$ cat config.mk
export PLATFORM = sky130hd
export DESIGN_NAME = alu
export DESIGN_NICKNAME = d
export VERILOG_FILES = /design/src/hw/riscvPkg.sv /design/src/hw/alu.sv
export VERILOG_INCLUDE_DIRS = /design/src /design/src/include
export SDC_FILE = /design/constraint.sdc
export NUM_CORES = 1
export LEC_CHECK = 0
export BUFFER_PORTS_ARGS = -buffer_cell sky130_fd_sc_hd__buf_2
export CAP_MARGIN = 20
export CORE_MARGIN = 4
export CORE_UTILIZATION = 25
export DETAILED_ROUTE_END_ITERATION = 10
export PLACE_DENSITY = 0.46
export SYNTH_ARGS = -nofsm -noshare
export SYNTH_HDL_FRONTEND = slang
export SYNTH_SLANG_ARGS = --single-unit
$ cat constraint.sdc
create_clock -name vclk -period 8.47
set_input_delay 2.541 -clock vclk [all_inputs]
set_output_delay 2.541 -clock vclk [all_outputs]
set_load 0.005 [all_outputs]
$ cat src/include/riscv_macros.svh
`ifndef RISCV_MACROS_SVH
`define RISCV_MACROS_SVH

// data path and address width
`define XLEN 32

// register index width, 32 registers
`define REG_ADDR_W 5

// instruction memory word address width, 256 words
`define IMEM_AW 8

// data memory byte address width, 1 KiB
`define DMEM_AW 10

`endif

$ cat src/hw/riscvPkg.sv
`default_nettype none

package riscvPkg;

    // base opcodes in use
    typedef enum logic [6:0] {
        opOp     = 7'b0110011,
        opOpImm  = 7'b0010011,
        opLoad   = 7'b0000011,
        opStore  = 7'b0100011,
        opBranch = 7'b1100011,
        opJal    = 7'b1101111,
        opJalr   = 7'b1100111,
        opLui    = 7'b0110111,
        opAuipc  = 7'b0010111
    } opcodeE;

    typedef enum logic [3:0] {
        aluAdd,
        aluSub,
        aluAnd,
        aluOr,
        aluXor,
        aluSlt,
        aluSltu,
        aluSll,
        aluSrl,
        aluSra
    } aluCtrlE;

    typedef enum logic [2:0] {
        immI,
        immS,
        immB,
        immU,
        immJ
    } immSrcE;

    // write-back source
    typedef enum logic [2:0] {
        resAlu,
        resMem,
        resPcPlus4,
        resPcTarget,
        resImm
    } resultSrcE;

    // funct3 width codes for loads and stores
    localparam logic [2:0] f3Byte  = 3'b000;
    localparam logic [2:0] f3Half  = 3'b001;
    localparam logic [2:0] f3Word  = 3'b010;
    localparam logic [2:0] f3ByteU = 3'b100;
    localparam logic [2:0] f3HalfU = 3'b101;

endpackage

`default_nettype wire

$ cat src/hw/alu.sv
`timescale 1ns/1ps
`default_nettype none
`include "riscv_macros.svh"

module alu (
    input  logic [`XLEN-1:0]  srcA,
    input  logic [`XLEN-1:0]  srcB,
    input  riscvPkg::aluCtrlE aluControl,
    output logic [`XLEN-1:0]  result,
    output logic              zero,
    output logic              negative,
    output logic              carry,
    output logic              overflow
);

    localparam int ShW = $clog2(`XLEN);

    logic             isSub;
    logic [`XLEN-1:0] opB;
    logic [`XLEN:0]   sum;
    logic [ShW-1:0]   shamt;

    // sub and both compares use srcA + ~srcB + 1
    assign isSub = aluControl inside {riscvPkg::aluSub, riscvPkg::aluSlt, riscvPkg::aluSltu};
    assign opB   = isSub ? ~srcB : srcB;
    assign sum   = {1'b0, srcA} + {1'b0, opB} + {{`XLEN{1'b0}}, isSub};
    assign shamt = srcB[ShW-1:0];

    assign carry    = sum[`XLEN];
    // operands of equal sign giving a result of the other sign
    assign overflow = (srcA[`XLEN-1] == opB[`XLEN-1]) && (sum[`XLEN-1] != srcA[`XLEN-1]);

    always_comb begin
        case (aluControl)
            riscvPkg::aluAdd,
            riscvPkg::aluSub:  result = sum[`XLEN-1:0];
            riscvPkg::aluAnd:  result = srcA & srcB;
            riscvPkg::aluOr:   result = srcA | srcB;
            riscvPkg::aluXor:  result = srcA ^ srcB;
            riscvPkg::aluSlt:  result = {{(`XLEN-1){1'b0}}, sum[`XLEN-1] ^ overflow};
            riscvPkg::aluSltu: result = {{(`XLEN-1){1'b0}}, ~carry};
            riscvPkg::aluSll:  result = srcA << shamt;
            riscvPkg::aluSrl:  result = srcA >> shamt;
            riscvPkg::aluSra:  result = $signed(srcA) >>> shamt;
            default:           result = '0;
        endcase
    end

    assign zero     = (result == '0);
    assign negative = result[`XLEN-1];

endmodule

`default_nettype wire

==> results.txt <==
The run finished, with violations left. The checks that failed: negative setup slack. The worst path uses 104.0% of the clock period.

The pre-antenna-repair detailed-routing pass consisted of 8 iterations. The arrival time at the worst endpoint came out at 6260 ps. The post-synth net total is 1289.

The total area of sequential cells came out at 0 um2. The highest attainable clock frequency came out at 113.6 MHz. During placement, the flow inserted port buffers numbering 104. The number of nets still failing antenna checks after routing came out at 0. The count of sequential standard cells came out at 0.

The post-layout net count is 1626. The kind of end point of the critical path is an output pin. In this run the static leakage power is 5.575 nW. The sequential-to-total area share from yosys stat is 0%.

The total overflow reported by the global router came out at 0. The sequential share of power is 0%. The switching power summed over all nets is 0.5306 mW. The cell family contributing the most delay on the critical path is compound AO/OA/AOI/OAI gates.

The standard cell core area is 32870 um2. The mean routed wirelength per cell came out at 24.82 um. The worst path required time came out at 5930 ps. The average cell area after synthesis came out at 7.512 um2. The unique cell type count in the Yosys netlist is 86. The largest net degree at the start of global routing is 54. In this run the core area contains 66 standard-cell rows. In this run the count of I/O pins placed on the die edge is 104. Setup repair after global routing could not meet its margin everywhere. The starting utilization of the core area came out at 25.62%.

On the critical path, the stage with the largest delay is an instance of o211ai_1. The clock buffer count in the final layout came out at 0. The number of warnings reported in the yosys synthesis log came out at 0. The global-route wire length before repair is 68400 um.

The number of slew-limit violations in the final report is 0. The buffering stage count on the worst path with inverters included came out at 7. The instance count of the mapped netlist came out at 1121. The final estimated routing congestion in global placement came out at 1.011. The combinational share of power is 100.0%.

The overall die width came out at 191.5 um. The class of the tightest hold or removal check is in2out. The via count normalized by instance count came out at 5.733. On the worst path, the slowest cell contributes a delay of 470 ps. The final core utilization is 37.64%. The number of fill cells in the layout is 3481. The via total after detailed routing came out at 10.88k. STA classifies the critical path startpoint as an input port. Sorting the synthesized cells by area gives the leading types as mux4_2 15%, ha_1 15%, mux2i_1 6.4%, nand2_1 4.4%, xnor2_1 3.7%. The net switching share of the total power came out at 52.64%.

The placed instances occupy a cell area of 11370 um2. The die outline area is 36680 um2. The initial antenna violation count is 0. The global-route total usage across every layer came out at 24.28%. Buffers inserted to repair hold after CTS numbered 0. The part of the power in the clock network came out at 0%. Setup violations remaining at the end of the flow were counted as 4. The largest fanout on the critical path is 8.

The HPWL after detailed placement is 38210 um. In this run the biggest area consumer among cell types represents 14.98% of the synthesized area. Compared with the post-synthesis result, the final layout area differs by 46.91%. The internal power summed over all cells came out at 0.4774 mW. The category of the critical setup timing path is in2out. The DRC violation total after the first TritonRoute iteration is 1198. The synthesized netlist occupies a cell area of 8421 um2.

Across all setup checks in the final design, the least slack found is -335.0 ps. The diode insertion count for antenna repair is 0. Of all cell types, the one taking the most synthesized area is mux4_2.

Max-cap violations in this run came to 0. The worst slack at placement is -366.4 ps. The final number of hold-violating endpoints is 0. At the pin with the least slew margin, the transition time is 906.0 ps. The final cell area excluding filler cells came out at 12370 um2. The aggregate routed wire length is 47100 um. Traced cell by cell, the critical path runs through buf_8 > nand3b_1 > a21oi_4 > buf_12 > buf_12 > xnor2_2 > ha_2 > buf_4 > a211oi_4 > nand3b_1 > o211ai_1 > nand2_1 > o41ai_2 > buf_4 > mux2i_4 > buf_6 > a21o_1 > buf_2. The overall die height is 191.5 um. The power density normalized to cell area is 81.48 nW/um2. The number of global-route vias before repair is 10.38k. The worst ir drop on vdd is 38.81 uV. The post-route DRC violation count came out at 0.

The relative slew slack is 39.34%. Subtracting the final worst setup slack from the clock period gives 8805 ps. The fraction of layout cells with a size suffix above 1 is 42.10%.
==> timing repair <==
action | in CTS | in global routing
setup endpoints to repair | 8 | 14
resized for setup | 61 | 75
cloned | 1 | 0
setup buffers | 12 | 28
pin swaps | 22 | 55
==> cell type report <==
class,count,area [um2],area share [%]
well taps,442,553.0,4.471
inverters,76,285.3,2.306
multi-input cells,951,8399,67.90
repair buffers,429,3133,25.33
==> metrics by stage <==
stage          setup TNS [ps]  cells  power [mW]  hold slack [ps]
5_1_grt                 -1727   1898       1.071             5807
4_1_cts                -401.0   1872      0.9136             5747
2_1_floorplan               0   1121      0.4465             5315
3_5_place_dp            -1113   1859      0.8666             5739
3_3_place_gp            -1102   1859      0.8664             5749
6_report                -1252   1898       1.008             5749
==> Yosys cell counts, types with 8 or more instances <==
cell / n
o21ai_0: 49
a211oi_1: 11
nor3_1: 32
nand2b_1: 16
mux2i_1: 54
o22ai_1: 17
clkbuf_1: 53
nand2_1: 99
buf_2: 20
nand3_1: 32
mux4_2: 56
nor4_1: 11
nor2b_1: 11
o2111ai_1: 11
mux2_2: 17
a21oi_1: 61
o21a_1: 8
a31oi_1: 14
xnor2_1: 36
a221oi_1: 9
o211ai_1: 30
buf_1: 10
nand4_1: 8
a21o_1: 20
and3_1: 9
inv_1: 74
and2_1: 10
ha_1: 99
nor2_1: 82
a22oi_1: 11
==> cell usage in the layout (no fill, tap or decap), types with 6 or more instances in the layout <==
| cell | n |
|---|---|
| a21oi_2 | 12 |
| inv_1 | 73 |
| nand2b_1 | 15 |
| a21o_1 | 20 |
| and3_1 | 7 |
| nor3_1 | 27 |
| o211ai_1 | 30 |
| nand4_1 | 8 |
| mux4_2 | 56 |
| o21a_1 | 8 |
| nand2_2 | 7 |
| a211o_1 | 6 |
| nor4_1 | 9 |
| a211oi_1 | 9 |
| mux2i_1 | 51 |
| o21ai_1 | 9 |
| xor2_1 | 7 |
| a22oi_1 | 11 |
| buf_12 | 11 |
| o21ai_0 | 42 |
| buf_2 | 102 |
| mux2_2 | 17 |
| and2_1 | 9 |
| o2111ai_1 | 10 |
| nor2_1 | 81 |
| nor2b_1 | 11 |
| xnor2_1 | 23 |
| a221oi_1 | 9 |
| o221ai_1 | 7 |
| nand3_1 | 30 |
| buf_4 | 310 |
| nor3b_1 | 6 |
| o22ai_1 | 16 |
| ha_4 | 10 |
| a21oi_1 | 46 |
| nand2_1 | 91 |
| ha_1 | 88 |
| nand3b_1 | 6 |
| a31oi_1 | 12 |
| xnor2_2 | 11 |
==> cell families (layout without fill, tap and decap cells) <==
family	after synthesis	count (layout)	synth area share (%)
xor gates and xnor gates	43	43	4.472
muxes	129	129	23.94
AOI/OAI and AO/OA	322	322	26.67
and+or+nand+nor	357	357	21.34
buffers and inverters	170	505	8.633
adders and majority gates	100	100	14.95
==> tightest hold or removal path, cell delays in order <==
cell and delay, ps:
buf_2 90, ha_1 130, a21oi_1 50, o211ai_1 70
a211o_1 120, a21o_1 80, buf_2 110
==> power by group through the flow <==
stage	Combinational [mW]	Sequential, mW	Clock (mW)
finish	1.01	0	0
global route	1.07	0	0
CTS	0.914	0	0
detailed placement	0.867	0	0
global placement	0.866	0	0
floorplan	0.447	0	0
==> per-layer routing <==
metal  vias up  GRT usage (%)  wire length, um
met5         -              0                0
met4         0          4.751             1526
met3        68          1.808             3366
met2       505          40.44            21590
met1      5362          34.63            20630
li1       4947              -                -
==> final timing paths <==
check	startpoint	endpoint	slack, ps	cells after the start
setup / recovery	aluControl[0]	negative	-330	18
hold / removal	srcB[27]	result[27]	5750	7
(Power assumes the default switching activity.)
