===== config.mk =====
export PLATFORM = sky130hd
export DESIGN_NAME = immExtend
export DESIGN_NICKNAME = d
export VERILOG_FILES = /design/src/hw/riscvPkg.sv /design/src/hw/immExtend.sv
export VERILOG_INCLUDE_DIRS = /design/src /design/src/include
export SDC_FILE = /design/constraint.sdc
export NUM_CORES = 1
export LEC_CHECK = 0
export BUFFER_PORTS_ARGS = -buffer_cell sky130_fd_sc_hd__buf_2
export CORE_AREA = 4 4 45 47
export DETAILED_ROUTE_END_ITERATION = 10
export DIE_AREA = 0 0 49 51
export PLACE_DENSITY = 0.8
export SYNTH_ARGS = -nofsm -noshare
export SYNTH_HDL_FRONTEND = slang
export SYNTH_SLANG_ARGS = --single-unit

===== constraint.sdc =====
create_clock -name vclk -period 1.2
set_clock_uncertainty 0.05 [all_clocks]
set_input_delay 0.18 -clock vclk [all_inputs]
set_output_delay 0.18 -clock vclk [all_outputs]
set_load 0.02 [all_outputs]

===== src/include/riscv_macros.svh =====
`ifndef RISCV_MACROS_SVH
`define RISCV_MACROS_SVH

// data path and address width
`define XLEN 32

// register index width, 32 registers
`define REG_ADDR_W 5

// instruction memory word address width, 256 words
`define IMEM_AW 8

// data memory byte address width, 1 KiB
`define DMEM_AW 10

`endif


===== src/hw/riscvPkg.sv =====
`default_nettype none

package riscvPkg;

    // base opcodes in use
    typedef enum logic [6:0] {
        opOp     = 7'b0110011,
        opOpImm  = 7'b0010011,
        opLoad   = 7'b0000011,
        opStore  = 7'b0100011,
        opBranch = 7'b1100011,
        opJal    = 7'b1101111,
        opJalr   = 7'b1100111,
        opLui    = 7'b0110111,
        opAuipc  = 7'b0010111
    } opcodeE;

    typedef enum logic [3:0] {
        aluAdd,
        aluSub,
        aluAnd,
        aluOr,
        aluXor,
        aluSlt,
        aluSltu,
        aluSll,
        aluSrl,
        aluSra
    } aluCtrlE;

    typedef enum logic [2:0] {
        immI,
        immS,
        immB,
        immU,
        immJ
    } immSrcE;

    // write-back source
    typedef enum logic [2:0] {
        resAlu,
        resMem,
        resPcPlus4,
        resPcTarget,
        resImm
    } resultSrcE;

    // funct3 width codes for loads and stores
    localparam logic [2:0] f3Byte  = 3'b000;
    localparam logic [2:0] f3Half  = 3'b001;
    localparam logic [2:0] f3Word  = 3'b010;
    localparam logic [2:0] f3ByteU = 3'b100;
    localparam logic [2:0] f3HalfU = 3'b101;

endpackage

`default_nettype wire


===== src/hw/immExtend.sv =====
`timescale 1ns/1ps
`default_nettype none
`include "riscv_macros.svh"

module immExtend (
    input  logic [`XLEN-1:0] instr,
    input  riscvPkg::immSrcE immSrc,
    output logic [`XLEN-1:0] immExt
);

    logic sign;

    assign sign = instr[31];

    always_comb begin
        case (immSrc)
            riscvPkg::immI: immExt = {{(`XLEN-12){sign}}, instr[31:20]};
            riscvPkg::immS: immExt = {{(`XLEN-12){sign}}, instr[31:25], instr[11:7]};
            // branch offsets are in half words
            riscvPkg::immB: immExt = {{(`XLEN-12){sign}}, instr[7], instr[30:25],
                                      instr[11:8], 1'b0};
            riscvPkg::immU: immExt = {instr[31:12], 12'b0};
            riscvPkg::immJ: immExt = {{(`XLEN-20){sign}}, instr[19:12], instr[20],
                                      instr[30:21], 1'b0};
            default:        immExt = '0;
        endcase
    end

endmodule

`default_nettype wire


==> flow_metrics.py, run 1 <==
metrics = {
    "placement": {
        "place_inst": 180,
        "hpwl_um": 1910,
        "routabilityCongestion": 0.737,
        "dp_slack_ps": -209,
        "port-buffer-count": 60,
    },
    "route": {
        "ant_nets": 0,
        "routedWlPerCell_um": 23.2,
        "via_count": 1139,
        "via_per_inst": 6.03,
        "first_iter_violations": 79,
        "wirelength_um": 4380,
        "drc_errors": 0,
        "firstDrtPassIters": 5,
    },
    "finish": {
        "area_growth_pct": 189,
        "seq_cell_count": 0,
        "clkbuf_count": 0,
        "antennaDiodeCount": 0,
        "nets": 209,
        "drive_above_1_share_pct": 79.7,
        "final_cells": 189,
        "final_core_util_pct": 94.5,
        "fillCellCount": 46,
        "regArea_um2": 0,
    },
    "sta": {
        "hold_slack_ps": 640,
        "fmax_ghz": 0.704,
        "drv_slew": 0,
        "slew_headroom_pct": 84.0,
        "setup_ws_ps": -221,
        "grt_setup_unrepaired": "yes",
        "tightest_slew_ps": 241,
        "final-hold-violation-count": 0,
        "period_minus_slack_ps": 1420,
        "period_share_pct": 118,
        "setup_viol": 29,
    },
    "critical_path": {
        "crit_end": "immExt[18]",
        "critPathRequiredTime_ps": 970,
        "crit_type": "in -> out",
        "crit_path_start_kind": "input pin",
        "cp-end-kind": "output port",
        "crit_path_start": "instr[31]",
        "arrival_ps": 1190,
        "path_max_fanout": 8,
    },
    "synthesis": {
        "seq_area_frac_synth_pct": 0,
        "synth_mux_area_share_pct": 10.2,
        "synth-xor-area-share_pct": 0,
        "synthSimpleGateAreaFrac_pct": 39.4,
        "syn-num-nets": 129,
        "ys_types": 20,
        "synthCells": 94,
        "synth_fa_ha_area_share_pct": 2.08,
        "ys.warnings.count": 0,
        "syn-mean-instance-area_um2": 5.75,
        "syn_area_um2": 541,
        "synth_top_family_by_area": "simple AND/OR/NAND/NOR gates",
        "synth_compound_area_share_pct": 32.2,
    },
    "power_and_ir_drop": {
        "ir_drop_uv": 345,
        "p_leak_nw": 0.785,
        "power_density_mw_per_mm2": 513,
    },
    "grt": {
        "top_usage_layer": "met2",
        "grt_pass1_wl_um": 5460,
        "grt-ovfl-total": 0,
        "track_usage_pct": 27.6,
        "grt_max_degree": 11,
        "use_met2_pct": 53.7,
        "antenna_found_initial": 0,
        "global_route.usage.met3_pct": 2.33,
        "grt_pass1_vias": 1095,
        "globalRouteMet1Util_pct": 30.9,
    },
    "outcome": {
        "failed_checks": "negative setup slack",
        "run_status": "complete, but fails checks",
    },
    "floorplan": {
        "fp.dieW_um": 49,
        "die-height_um": 51,
        "ioPinCount": 67,
        "num_rows": 15,
        "initial_utilization_pct": 32.7,
        "core_mm2": 0.00165,
        "die-area_mm2": 0.00250,
    },
    "min_path": {
        "min_path_type": "in -> out",
        "hold_depth": 3,
    },
    "job": {
        "max_cap_viol_count": 0,
    },
    "clocking": {
        "cts_hold_buf": 0,
    },
}
worst max-delay path, cell delays in order:
cell,delay (ps)
buf_2,110
nor2b_1,190
buf_6,190
a21oi_1,90
o22ai_1,240
buf_4,190
cells in the mapped netlist:
cell      number  area share, %
nand2_1       22             15
a21oi_1       17             16
o22ai_1       12             14
nor2b_1        7            8.1
inv_1          5            3.5
nand2b_1       5            5.8
buf_2          4            3.7
clkbuf_1       4            2.8
mux2_2         4            8.3
buf_6          3            6.2
and2b_1        2            2.8
and2_0         1            1.2
and2_1         1            1.2
and3b_1        1            1.6
maj3_2         1            2.1
mux2i_1        1            1.9
nand2b_4       1            2.5
nor3_1         1           0.93
o21ai_0        1           0.93
o32ai_1        1            1.6
per-layer routing:
layer,vias to the layer above,share of wire [%]
met3,31,5.8
met5,-,0
li1,482,-
met2,86,52
met4,0,6.4
met1,540,35
cell usage in the layout, fill, tap and decap left out, types with 2 or more instances in the layout:
cell / synthesis / final
a21oi_1: 17 / 3
a21oi_2: 0 / 11
a21oi_4: 0 / 3
and2_1: 1 / 2
and2b_1: 2 / 2
buf_16: 0 / 2
buf_2: 4 / 27
buf_4: 0 / 20
buf_6: 3 / 36
buf_8: 0 / 2
inv_1: 5 / 5
mux2_4: 0 / 4
nand2_1: 22 / 14
nand2_2: 0 / 7
nand2b_4: 1 / 6
nor2b_1: 7 / 3
nor2b_2: 0 / 2
nor2b_4: 0 / 2
o22ai_1: 12 / 3
o22ai_2: 0 / 6
o22ai_4: 0 / 3
layout make-up:
class	instances	area [µm²]	share of cell area [%]
Multi-Input combinational cell	79	724	46.4
Timing Repair Buffer	88	796	51.0
Inverter	5	18.8	1.20
Tap cell	17	21.3	1.36
metrics by stage:
step	setup TNS [ps]	power (mW)	cell area (µm²)
finish	-2520	0.801	1560
global route	-3360	0.831	1560
CTS	-1010	0.695	1430
detailed placement	-4700	0.500	1010
global placement	-3840	0.486	1010
floorplan	-1340	0.309	616
logic make-up after synthesis:
| group | after synthesis |
|---|---|
| AOI/OAI and AO/OA | 31 |
| adders and majority gates | 1 |
| buffers and inverters | 16 |
| muxes | 5 |
| and+or+nand+nor | 41 |
power by group:
group	total, mW	switching (mW)	internal (mW)
clock network	0	0	0
registers	0	0	0
logic	0.801	0.402	0.399
worst min-delay path by stage:
stage / slack [ps] / start / to
5_1_grt: 660 / instr[30] / immExt[10]
4_1_cts: 610 / instr[29] / immExt[29]
3_3_place_gp: 630 / instr[26] / immExt[26]
6_report: 640 / instr[30] / immExt[10]
3_5_place_dp: 640 / instr[26] / immExt[26]
2_1_floorplan: 460 / instr[20] / immExt[20]
what timing repair did:
item	CTS	global route
endpoints found under the hold margin	0	0
resized for setup	99	27
cloned	4	1
setup buffers	2	2
pin swaps	15	7
endpoints found under the setup margin	30	30
(Power assumes the default switching activity.)
==> run 2: changes to the inputs <==
CORE_AREA = 2 2 43 45   (was 4 4 45 47)
DIE_AREA = 0 0 45 47   (was 0 0 49 51)
SLEW_MARGIN = 20   (was not set)
==> flow_metrics.py, run 2 (synthesized netlist as in run 1, its figures left out) <==
metrics = {
    "grt": {
        "grt_max_degree": 13,
        "track_usage_pct": 28.0,
        "grt-ovfl-total": 0,
        "grt_pass1_vias": 924,
        "antenna_found_initial": 0,
        "grt_pass1_wl_um": 4400,
    },
    "route": {
        "ant_nets": 0,
        "highest_layer": "met4",
        "wl_met1_um": 1350,
        "routed-wl-met2_um": 1840,
        "wl_met3_um": 212,
        "firstDrtPassIters": 4,
        "wirelength_um": 3490,
        "via_count": 1046,
        "via_per_inst": 5.75,
        "first_iter_violations": 44,
        "drc_errors": 0,
        "routedWlPerCell_um": 19.1,
    },
    "min_path": {
        "min_path_type": "in -> out",
        "hold_path_end": "immExt[25]",
        "hold_depth": 4,
        "hold_start": "instr[25]",
    },
    "sta": {
        "final-hold-violation-count": 0,
        "tightest_slew_ps": 180,
        "period_minus_slack_ps": 1310,
        "slew_headroom_pct": 87.9,
        "drv_slew": 0,
        "fmax_ghz": 0.762,
        "hold_slack_ps": 636,
        "setup_viol": 27,
        "period_share_pct": 109,
        "grt_setup_unrepaired": "yes",
        "setup_ws_ps": -112,
    },
    "floorplan": {
        "initial_utilization_pct": 32.7,
        "ioPinCount": 67,
        "core_mm2": 0.00165,
        "die-area_mm2": 0.00212,
        "die-height_um": 47,
        "fp.dieW_um": 45,
        "num_rows": 15,
    },
    "power_and_ir_drop": {
        "pwr-share-clk_pct": 0,
        "pwr-share-seq_pct": 0,
        "p_leak_nw": 0.751,
        "power_switching_mw": 0.374,
        "ir_drop_uv": 319,
        "intPower_mw": 0.381,
        "power_density_mw_per_mm2": 509,
        "combPwrFrac_pct": 100.0,
        "swShare_pct": 49.5,
    },
    "critical_path": {
        "crit_type": "in -> out",
        "cp-end-kind": "output port",
        "crit_path_start_kind": "input pin",
        "path_max_fanout": 6,
        "critPathRequiredTime_ps": 970,
        "arrival_ps": 1080,
    },
    "placement": {
        "place_inst": 177,
        "dp_slack_ps": -201,
        "routabilityCongestion": 0.751,
        "hpwl_um": 1660,
        "port-buffer-count": 60,
    },
    "finish": {
        "final_common_cell": "buf_6",
        "drive_above_1_share_pct": 80.0,
        "seq_cell_count": 0,
        "area_growth_pct": 175,
        "final_cell_mix": "32 x buf_6, 27 x buf_2, 17 x buf_4, 13 x a21oi_2, 12 x nand2_1",
        "regArea_um2": 0,
        "antennaDiodeCount": 0,
        "final_cells": 182,
        "clkbuf_count": 0,
        "nets": 202,
    },
    "job": {
        "max_cap_viol_count": 0,
    },
    "outcome": {
        "run_status": "complete, but fails checks",
        "failed_checks": "negative setup slack",
    },
    "clocking": {
        "cts_hold_buf": 0,
    },
}
[run 2: what timing repair did]
action	4_1_cts	5_1_grt
gates resized for setup	101	22
pin swaps	17	4
endpoints found under the setup margin	30	29
gates cloned	5	0
endpoints found under the hold margin	0	0
buffers inserted	0	0
[run 2: power by group through the flow]
stage          sequential [mW]  combinational, mW  clock, mW
3_5_place_dp                 0              0.488          0
3_3_place_gp                 0              0.476          0
4_1_cts                      0              0.683          0
5_1_grt                      0              0.787          0
6_report                     0              0.756          0
2_1_floorplan                0              0.309          0
[run 2: worst max-delay path: stages]
cell,delay (ps)
buf_12,110
maj3_2,360
nand2b_4,220
nand2_2,100
buf_6,110
[run 2: routing by layer]
| layer | GRT usage, % | up-vias |
|---|---|---|
| li1 | - | 465 |
| met1 | 34.8 | 511 |
| met2 | 52.9 | 59 |
| met3 | 2.69 | 11 |
| met4 | 4.71 | 0 |
| met5 | 0 | - |
[run 2: through the flow]
stage          cell area, µm²  util [%]  total power [mW]  setup TNS (ps)
6_report                 1490      89.9             0.756           -1820
5_1_grt                  1490      89.9             0.787           -2470
4_1_cts                  1390      84.4             0.683            -916
3_5_place_dp              992      60.1             0.488           -4540
3_3_place_gp              992      60.1             0.476           -3810
2_1_floorplan             616         -             0.309           -1340
[run 2: final cells by class]
class                           instances  area [µm²]
Tap cell                               17        21.3
Multi-Input combinational cell         79         717
Inverter                                5        18.8
Timing Repair Buffer                   81         728
Fill cell                              79         166
[run 2: worst max-delay path by stage]
stage                   start  depth (start not counted)          to  slack, ps
finish              immSrc[0]                          5  immExt[26]       -110
global route        immSrc[0]                          5  immExt[26]       -140
CTS                 immSrc[2]                          5   immExt[7]        -60
detailed placement  immSrc[0]                          5  immExt[26]       -200
global placement    immSrc[0]                          5  immExt[26]       -180
floorplan           immSrc[0]                          5  immExt[17]       -100
