**config.mk**
```make
export PLATFORM = sky130hd
export DESIGN_NAME = controlUnit_flat
export DESIGN_NICKNAME = d
export VERILOG_FILES = /design/src/hw/riscvPkg.sv /design/src/hw/ctrlIf.sv /design/src/hw/controlUnit.sv /design/src/flat_wrapper.sv
export VERILOG_INCLUDE_DIRS = /design/src /design/src/include
export SDC_FILE = /design/constraint.sdc
export NUM_CORES = 1
export LEC_CHECK = 0
export ABC_AREA = 1
export BUFFER_PORTS_ARGS = -buffer_cell sky130_fd_sc_hd__buf_4
export CORE_AREA = 2 2 39 41
export DETAILED_ROUTE_END_ITERATION = 10
export DIE_AREA = 0 0 41 43
export GPL_TIMING_DRIVEN = 0
export PLACE_DENSITY = 0.84
export SYNTH_ARGS = -nofsm -noshare
export SYNTH_HDL_FRONTEND = slang
export SYNTH_SLANG_ARGS = --single-unit
```
**constraint.sdc**
```tcl
create_clock -name vclk -period 2.46
set_clock_uncertainty 0.05 [all_clocks]
set_input_delay 0.369 -clock vclk [all_inputs]
set_output_delay 0.369 -clock vclk [all_outputs]
set_load 0.02 [all_outputs]
```
**src/include/riscv_macros.svh**
```systemverilog
`ifndef RISCV_MACROS_SVH
`define RISCV_MACROS_SVH

// data path and address width
`define XLEN 32

// register index width, 32 registers
`define REG_ADDR_W 5

// instruction memory word address width, 256 words
`define IMEM_AW 8

// data memory byte address width, 1 KiB
`define DMEM_AW 10

`endif

```
**src/hw/riscvPkg.sv**
```systemverilog
`default_nettype none

package riscvPkg;

    // base opcodes in use
    typedef enum logic [6:0] {
        opOp     = 7'b0110011,
        opOpImm  = 7'b0010011,
        opLoad   = 7'b0000011,
        opStore  = 7'b0100011,
        opBranch = 7'b1100011,
        opJal    = 7'b1101111,
        opJalr   = 7'b1100111,
        opLui    = 7'b0110111,
        opAuipc  = 7'b0010111
    } opcodeE;

    typedef enum logic [3:0] {
        aluAdd,
        aluSub,
        aluAnd,
        aluOr,
        aluXor,
        aluSlt,
        aluSltu,
        aluSll,
        aluSrl,
        aluSra
    } aluCtrlE;

    typedef enum logic [2:0] {
        immI,
        immS,
        immB,
        immU,
        immJ
    } immSrcE;

    // write-back source
    typedef enum logic [2:0] {
        resAlu,
        resMem,
        resPcPlus4,
        resPcTarget,
        resImm
    } resultSrcE;

    // funct3 width codes for loads and stores
    localparam logic [2:0] f3Byte  = 3'b000;
    localparam logic [2:0] f3Half  = 3'b001;
    localparam logic [2:0] f3Word  = 3'b010;
    localparam logic [2:0] f3ByteU = 3'b100;
    localparam logic [2:0] f3HalfU = 3'b101;

endpackage

`default_nettype wire

```
**src/hw/ctrlIf.sv**
```systemverilog
`timescale 1ns/1ps
`default_nettype none

interface ctrlIf;

    riscvPkg::aluCtrlE   aluControl;
    logic                aluSrc;
    riscvPkg::immSrcE    immSrc;
    riscvPkg::resultSrcE resultSrc;
    logic                regWrite;
    logic                memWrite;
    logic                pcSrc;
    // jalr uses rs1 as the target base
    logic                jumpReg;

    modport controller (
        output aluControl, aluSrc, immSrc, resultSrc,
        output regWrite, memWrite, pcSrc, jumpReg
    );

    modport datapath (
        input aluControl, aluSrc, immSrc, resultSrc,
        input regWrite, memWrite, pcSrc, jumpReg
    );

endinterface

`default_nettype wire

```
**src/hw/controlUnit.sv**
```systemverilog
`timescale 1ns/1ps
`default_nettype none
`include "riscv_macros.svh"

module controlUnit (
    input  logic [`XLEN-1:0] instr,
    input  logic             zero,
    input  logic             negative,
    input  logic             carry,
    input  logic             overflow,
    ctrlIf.controller        ctrl
);

    // coarse ALU request from the main decoder
    typedef enum logic [1:0] {
        aluOpAdd,
        aluOpSub,
        aluOpFunct
    } aluOpE;

    riscvPkg::opcodeE opcode;
    logic [2:0]       funct3;
    logic             funct7b5;
    aluOpE            aluOp;
    logic             branch;
    logic             jump;
    logic             signedLess;
    logic             takeBranch;

    assign opcode   = riscvPkg::opcodeE'(instr[6:0]);
    assign funct3   = instr[14:12];
    assign funct7b5 = instr[30];

    // main decoder
    always_comb begin
        ctrl.regWrite  = 1'b0;
        ctrl.memWrite  = 1'b0;
        ctrl.aluSrc    = 1'b0;
        ctrl.immSrc    = riscvPkg::immI;
        ctrl.resultSrc = riscvPkg::resAlu;
        ctrl.jumpReg   = 1'b0;
        aluOp          = aluOpAdd;
        branch         = 1'b0;
        jump           = 1'b0;
        case (opcode)
            riscvPkg::opOp: begin
                ctrl.regWrite = 1'b1;
                aluOp         = aluOpFunct;
            end
            riscvPkg::opOpImm: begin
                ctrl.regWrite = 1'b1;
                ctrl.aluSrc   = 1'b1;
                aluOp         = aluOpFunct;
            end
            riscvPkg::opLoad: begin
                ctrl.regWrite  = 1'b1;
                ctrl.aluSrc    = 1'b1;
                ctrl.resultSrc = riscvPkg::resMem;
            end
            riscvPkg::opStore: begin
                ctrl.memWrite = 1'b1;
                ctrl.aluSrc   = 1'b1;
                ctrl.immSrc   = riscvPkg::immS;
            end
            riscvPkg::opBranch: begin
                ctrl.immSrc = riscvPkg::immB;
                aluOp       = aluOpSub;
                branch      = 1'b1;
            end
            riscvPkg::opJal: begin
                ctrl.regWrite  = 1'b1;
                ctrl.immSrc    = riscvPkg::immJ;
                ctrl.resultSrc = riscvPkg::resPcPlus4;
                jump           = 1'b1;
            end
            riscvPkg::opJalr: begin
                ctrl.regWrite  = 1'b1;
                ctrl.resultSrc = riscvPkg::resPcPlus4;
                ctrl.jumpReg   = 1'b1;
                jump           = 1'b1;
            end
            riscvPkg::opLui: begin
                ctrl.regWrite  = 1'b1;
                ctrl.immSrc    = riscvPkg::immU;
                ctrl.resultSrc = riscvPkg::resImm;
            end
            riscvPkg::opAuipc: begin
                ctrl.regWrite  = 1'b1;
                ctrl.immSrc    = riscvPkg::immU;
                ctrl.resultSrc = riscvPkg::resPcTarget;
            end
            default: ;
        endcase
    end

    // ALU decoder, sub only for register ops with funct7 bit 5
    always_comb begin
        case (aluOp)
            aluOpAdd: ctrl.aluControl = riscvPkg::aluAdd;
            aluOpSub: ctrl.aluControl = riscvPkg::aluSub;
            default: begin
                case (funct3)
                    3'b000: ctrl.aluControl = (opcode == riscvPkg::opOp && funct7b5) ?
                                              riscvPkg::aluSub : riscvPkg::aluAdd;
                    3'b001: ctrl.aluControl = riscvPkg::aluSll;
                    3'b010: ctrl.aluControl = riscvPkg::aluSlt;
                    3'b011: ctrl.aluControl = riscvPkg::aluSltu;
                    3'b100: ctrl.aluControl = riscvPkg::aluXor;
                    3'b101: ctrl.aluControl = funct7b5 ? riscvPkg::aluSra : riscvPkg::aluSrl;
                    3'b110: ctrl.aluControl = riscvPkg::aluOr;
                    default: ctrl.aluControl = riscvPkg::aluAnd;
                endcase
            end
        endcase
    end

    // branch condition from the flags of rs1 - rs2
    assign signedLess = negative ^ overflow;

    always_comb begin
        case (funct3)
            3'b000:  takeBranch = zero;
            3'b001:  takeBranch = ~zero;
            3'b100:  takeBranch = signedLess;
            3'b101:  takeBranch = ~signedLess;
            // no borrow means rs1 >= rs2 unsigned
            3'b110:  takeBranch = ~carry;
            3'b111:  takeBranch = carry;
            default: takeBranch = 1'b0;
        endcase
    end

    assign ctrl.pcSrc = jump | (branch & takeBranch);

endmodule

`default_nettype wire

```
**src/flat_wrapper.sv**
```systemverilog
// flat-port wrapper written by rule: the top's interface ports become plain ports
module controlUnit_flat 
  (instr, zero, negative, carry, overflow, ctrl_aluControl, ctrl_aluSrc, ctrl_immSrc, ctrl_resultSrc, ctrl_regWrite, ctrl_memWrite, ctrl_pcSrc, ctrl_jumpReg);
  ctrlIf ctrl_i ();
  input  logic [`XLEN-1:0] instr;
  input  logic zero;
  input  logic negative;
  input  logic carry;
  input  logic overflow;
  output wire logic [$bits(ctrl_i.aluControl)-1:0] ctrl_aluControl;
  output wire logic [$bits(ctrl_i.aluSrc)-1:0] ctrl_aluSrc;
  output wire logic [$bits(ctrl_i.immSrc)-1:0] ctrl_immSrc;
  output wire logic [$bits(ctrl_i.resultSrc)-1:0] ctrl_resultSrc;
  output wire logic [$bits(ctrl_i.regWrite)-1:0] ctrl_regWrite;
  output wire logic [$bits(ctrl_i.memWrite)-1:0] ctrl_memWrite;
  output wire logic [$bits(ctrl_i.pcSrc)-1:0] ctrl_pcSrc;
  output wire logic [$bits(ctrl_i.jumpReg)-1:0] ctrl_jumpReg;
  assign ctrl_aluControl = ctrl_i.aluControl;
  assign ctrl_aluSrc = ctrl_i.aluSrc;
  assign ctrl_immSrc = ctrl_i.immSrc;
  assign ctrl_resultSrc = ctrl_i.resultSrc;
  assign ctrl_regWrite = ctrl_i.regWrite;
  assign ctrl_memWrite = ctrl_i.memWrite;
  assign ctrl_pcSrc = ctrl_i.pcSrc;
  assign ctrl_jumpReg = ctrl_i.jumpReg;
  controlUnit u_core (.instr(instr), .zero(zero), .negative(negative), .carry(carry), .overflow(overflow), .ctrl(ctrl_i));
endmodule
```
==> impl_metrics.toml <==
[cells_and_area]
layout-drive-gt1-share_pct = 36.2
final_core_util_pct = 43.3
sequential_cell_count = 0
clock_buffers = 0
num_antenna_cells = 0
ff_latch_area_sq_um = 0
layout-area-overhead-vs-synth_pct = 69.3
final_nets = 143
final_cell_count_no_fill = 121

[clock_network]
post_cts.repair.setup_buffers = 0
cts.hold.buffers_added = 0
cts_resized = 0

[setup_path]
cp-start-kind = "primary input"
cp_top_family = "simple AND/OR/NAND/NOR gates"
crit_start = "instr[3]"
worst-setup-path-type = "in2out"
cp_max_fo = 5
cp_data_required_time_ns = 2.04
arrival_ns = 1.35
slowest_delay_ns = 0.18
critical-path-slowest-cell = "sky130_fd_sc_hd__nor4_2"
critPathCaptureType = "output port"
crit_chain = "buf_4, nor2_1, nand2_1, nor2_2, nand2_1, nor4_2, buf_4"
buffers_and_inverters_on_the_worst_path = 2

[pwr]
power_per_unit_of_standard_cell_area_mw_per_mm2 = 111
worst_ir_drop_vdd_mv = 0.0490
cellLeakagePower_nw = 0.390

[timing]
final_max_tran_viols = 0
fin_crit_ns = 1.77
rsz0062_at_grt = "false"
timing_hold_violations_final = 0
fmax_mhz = 566
timing.final.crit_share_pct = 71.8
worstMarginPinSlew_ns = 0.217
totalNegativeSetupSlack_ns = 0
worst_slew_margin_rel_pct = 85.4
hold_slack_ns = 0.987
finalSetupViolCount = 0
final_critical_path_setup_slack_ns = 0.694

[detailed_routing]
antenna_left = 0
total_wirelength_of_the_detailed_routed_design_um = 1010
routed_via_count = 547
drc = 0
drt-vias-per-instance = 4.52
dr.pass1.iters = 4
drt_first_iter_violations = 9
post_drt_wl_per_cell_um = 8.33

[logic_synthesis]
synth.top_cells.by_area = "sky130_fd_sc_hd__nand2_1 25%, sky130_fd_sc_hd__nand3_1 16%, sky130_fd_sc_hd__inv_1 15%"
synth-warning-count = 0
netlist_instances = 75
syn-num-nets = 111
ys_seq_area_share_pct = 0
syn_area_per_cell_sq_um = 4.72
synth_cell_types = 18
netlist_area_sq_um = 354
synth_top_area_cell = "sky130_fd_sc_hd__nand2_1"
post-synth-top-count-cell = "sky130_fd_sc_hd__nand2_1"
synth.top_cells.by_count = "24 x sky130_fd_sc_hd__nand2_1, 14 x sky130_fd_sc_hd__inv_1, 11 x sky130_fd_sc_hd__nand3_1, 8 x sky130_fd_sc_hd__nor2_1, 3 x sky130_fd_sc_hd__or2_1"
share_of_yosys_cell_area_claimed_by_the_top_area_cell_type_pct = 25.4

[grt]
grt_antenna_before_repair = 0
grt_first_pass_wirelength_um = 1520
globalRouteMet2Util_pct = 22.5
grt_util_met3_pct = 0
via_count_of_the_first_global_routing_pass = 456
largest_net_degree_at_the_start_of_global_routing = 7
grt_busiest_layer = "met2"
grt.met1_usage_pct = 12.7
globalRouteTotalUtil_pct = 11.2
gr-total-overflow = 0

[placed_design]
gp_congestion = 0.778
dpl_worst_slack_ns = 0.707
dp_cells = 121
io_buffers = 30
hpwl_um = 904

[hold_path]
holdCritStartpoint = "instr[6]"
worstHoldPathType = "in2out"

[floorplanning]
die_width_um = 41
placement_rows = 14
die-height_um = 43
ioPinCount = 51
floorplan.die_area_sq_mm = 0.00176
core_sq_mm = 0.00138
starting_density_pct = 25.6

[run_status]
run_status = "complete, no violations"

[flow_run]
max_cap_viol_count = 0
-- logic make-up after synthesis --
kind of cell           count (synthesis)  synth area share (%)
AND/OR/NAND/NOR                       54                  73.1
XOR/XNOR                               2                  4.95
buffers and inverters                 16                  17.0
AO/OA/AOI/OAI                          3                  4.95
-- through the flow --
step,instance area (sq um),total power (W)
after floorplan,354,0.0000326
after global placement,599,0.0000650
after detailed placement,599,0.0000663
after CTS,599,0.0000665
after global routing,599,0.0000739
final,599,0.0000663
-- cell type report --
| class | count | area (sq um) |
|---|---|---|
| well taps | 16 | 20.0 |
| multi-input cells | 59 | 294 |
| inverters | 16 | 60.1 |
| repair buffers | 30 | 225 |
| fillers | 163 | 785 |
-- layer usage --
metal	vias up	share of wire, %
li1	292	-
met1	234	39
met2	21	53
met3	0	8.5
met4	0	0
met5	-	0
-- final timing paths --
| path | endpoint | depth (start not counted) | slack, ns |
|---|---|---|---|
| hold / removal | ctrl_aluSrc | 3 | 0.99 |
| setup / recovery | ctrl_aluControl[2] | 7 | 0.69 |
-- where the power goes --
| part | switching, W | leakage (nW) | internal [W] |
|---|---|---|---|
| clock network | 0 | 0 | 0 |
| registers | 0 | 0 | 0 |
| logic | 0.0000352 | 0.390 | 0.0000311 |
| total | 0.0000352 | 0.390 | 0.0000311 |
-- placed cells by master, fill, tap and decap left out --
master and n:
sky130_fd_sc_hd__a211oi_1 1, sky130_fd_sc_hd__a21oi_1 1, sky130_fd_sc_hd__buf_4 30, sky130_fd_sc_hd__inv_1 14, sky130_fd_sc_hd__inv_2 2, sky130_fd_sc_hd__nand2_1 24, sky130_fd_sc_hd__nand2_2 1, sky130_fd_sc_hd__nand3_1 11
sky130_fd_sc_hd__nand3_2 1, sky130_fd_sc_hd__nand4_1 1, sky130_fd_sc_hd__nand4_2 1, sky130_fd_sc_hd__nor2_1 8, sky130_fd_sc_hd__nor2_2 2, sky130_fd_sc_hd__nor3_1 1, sky130_fd_sc_hd__nor4_2 1, sky130_fd_sc_hd__o21ai_1 1
sky130_fd_sc_hd__or2_1 3, sky130_fd_sc_hd__xnor2_1 1, sky130_fd_sc_hd__xor2_1 1
(Power assumes the default switching activity.)
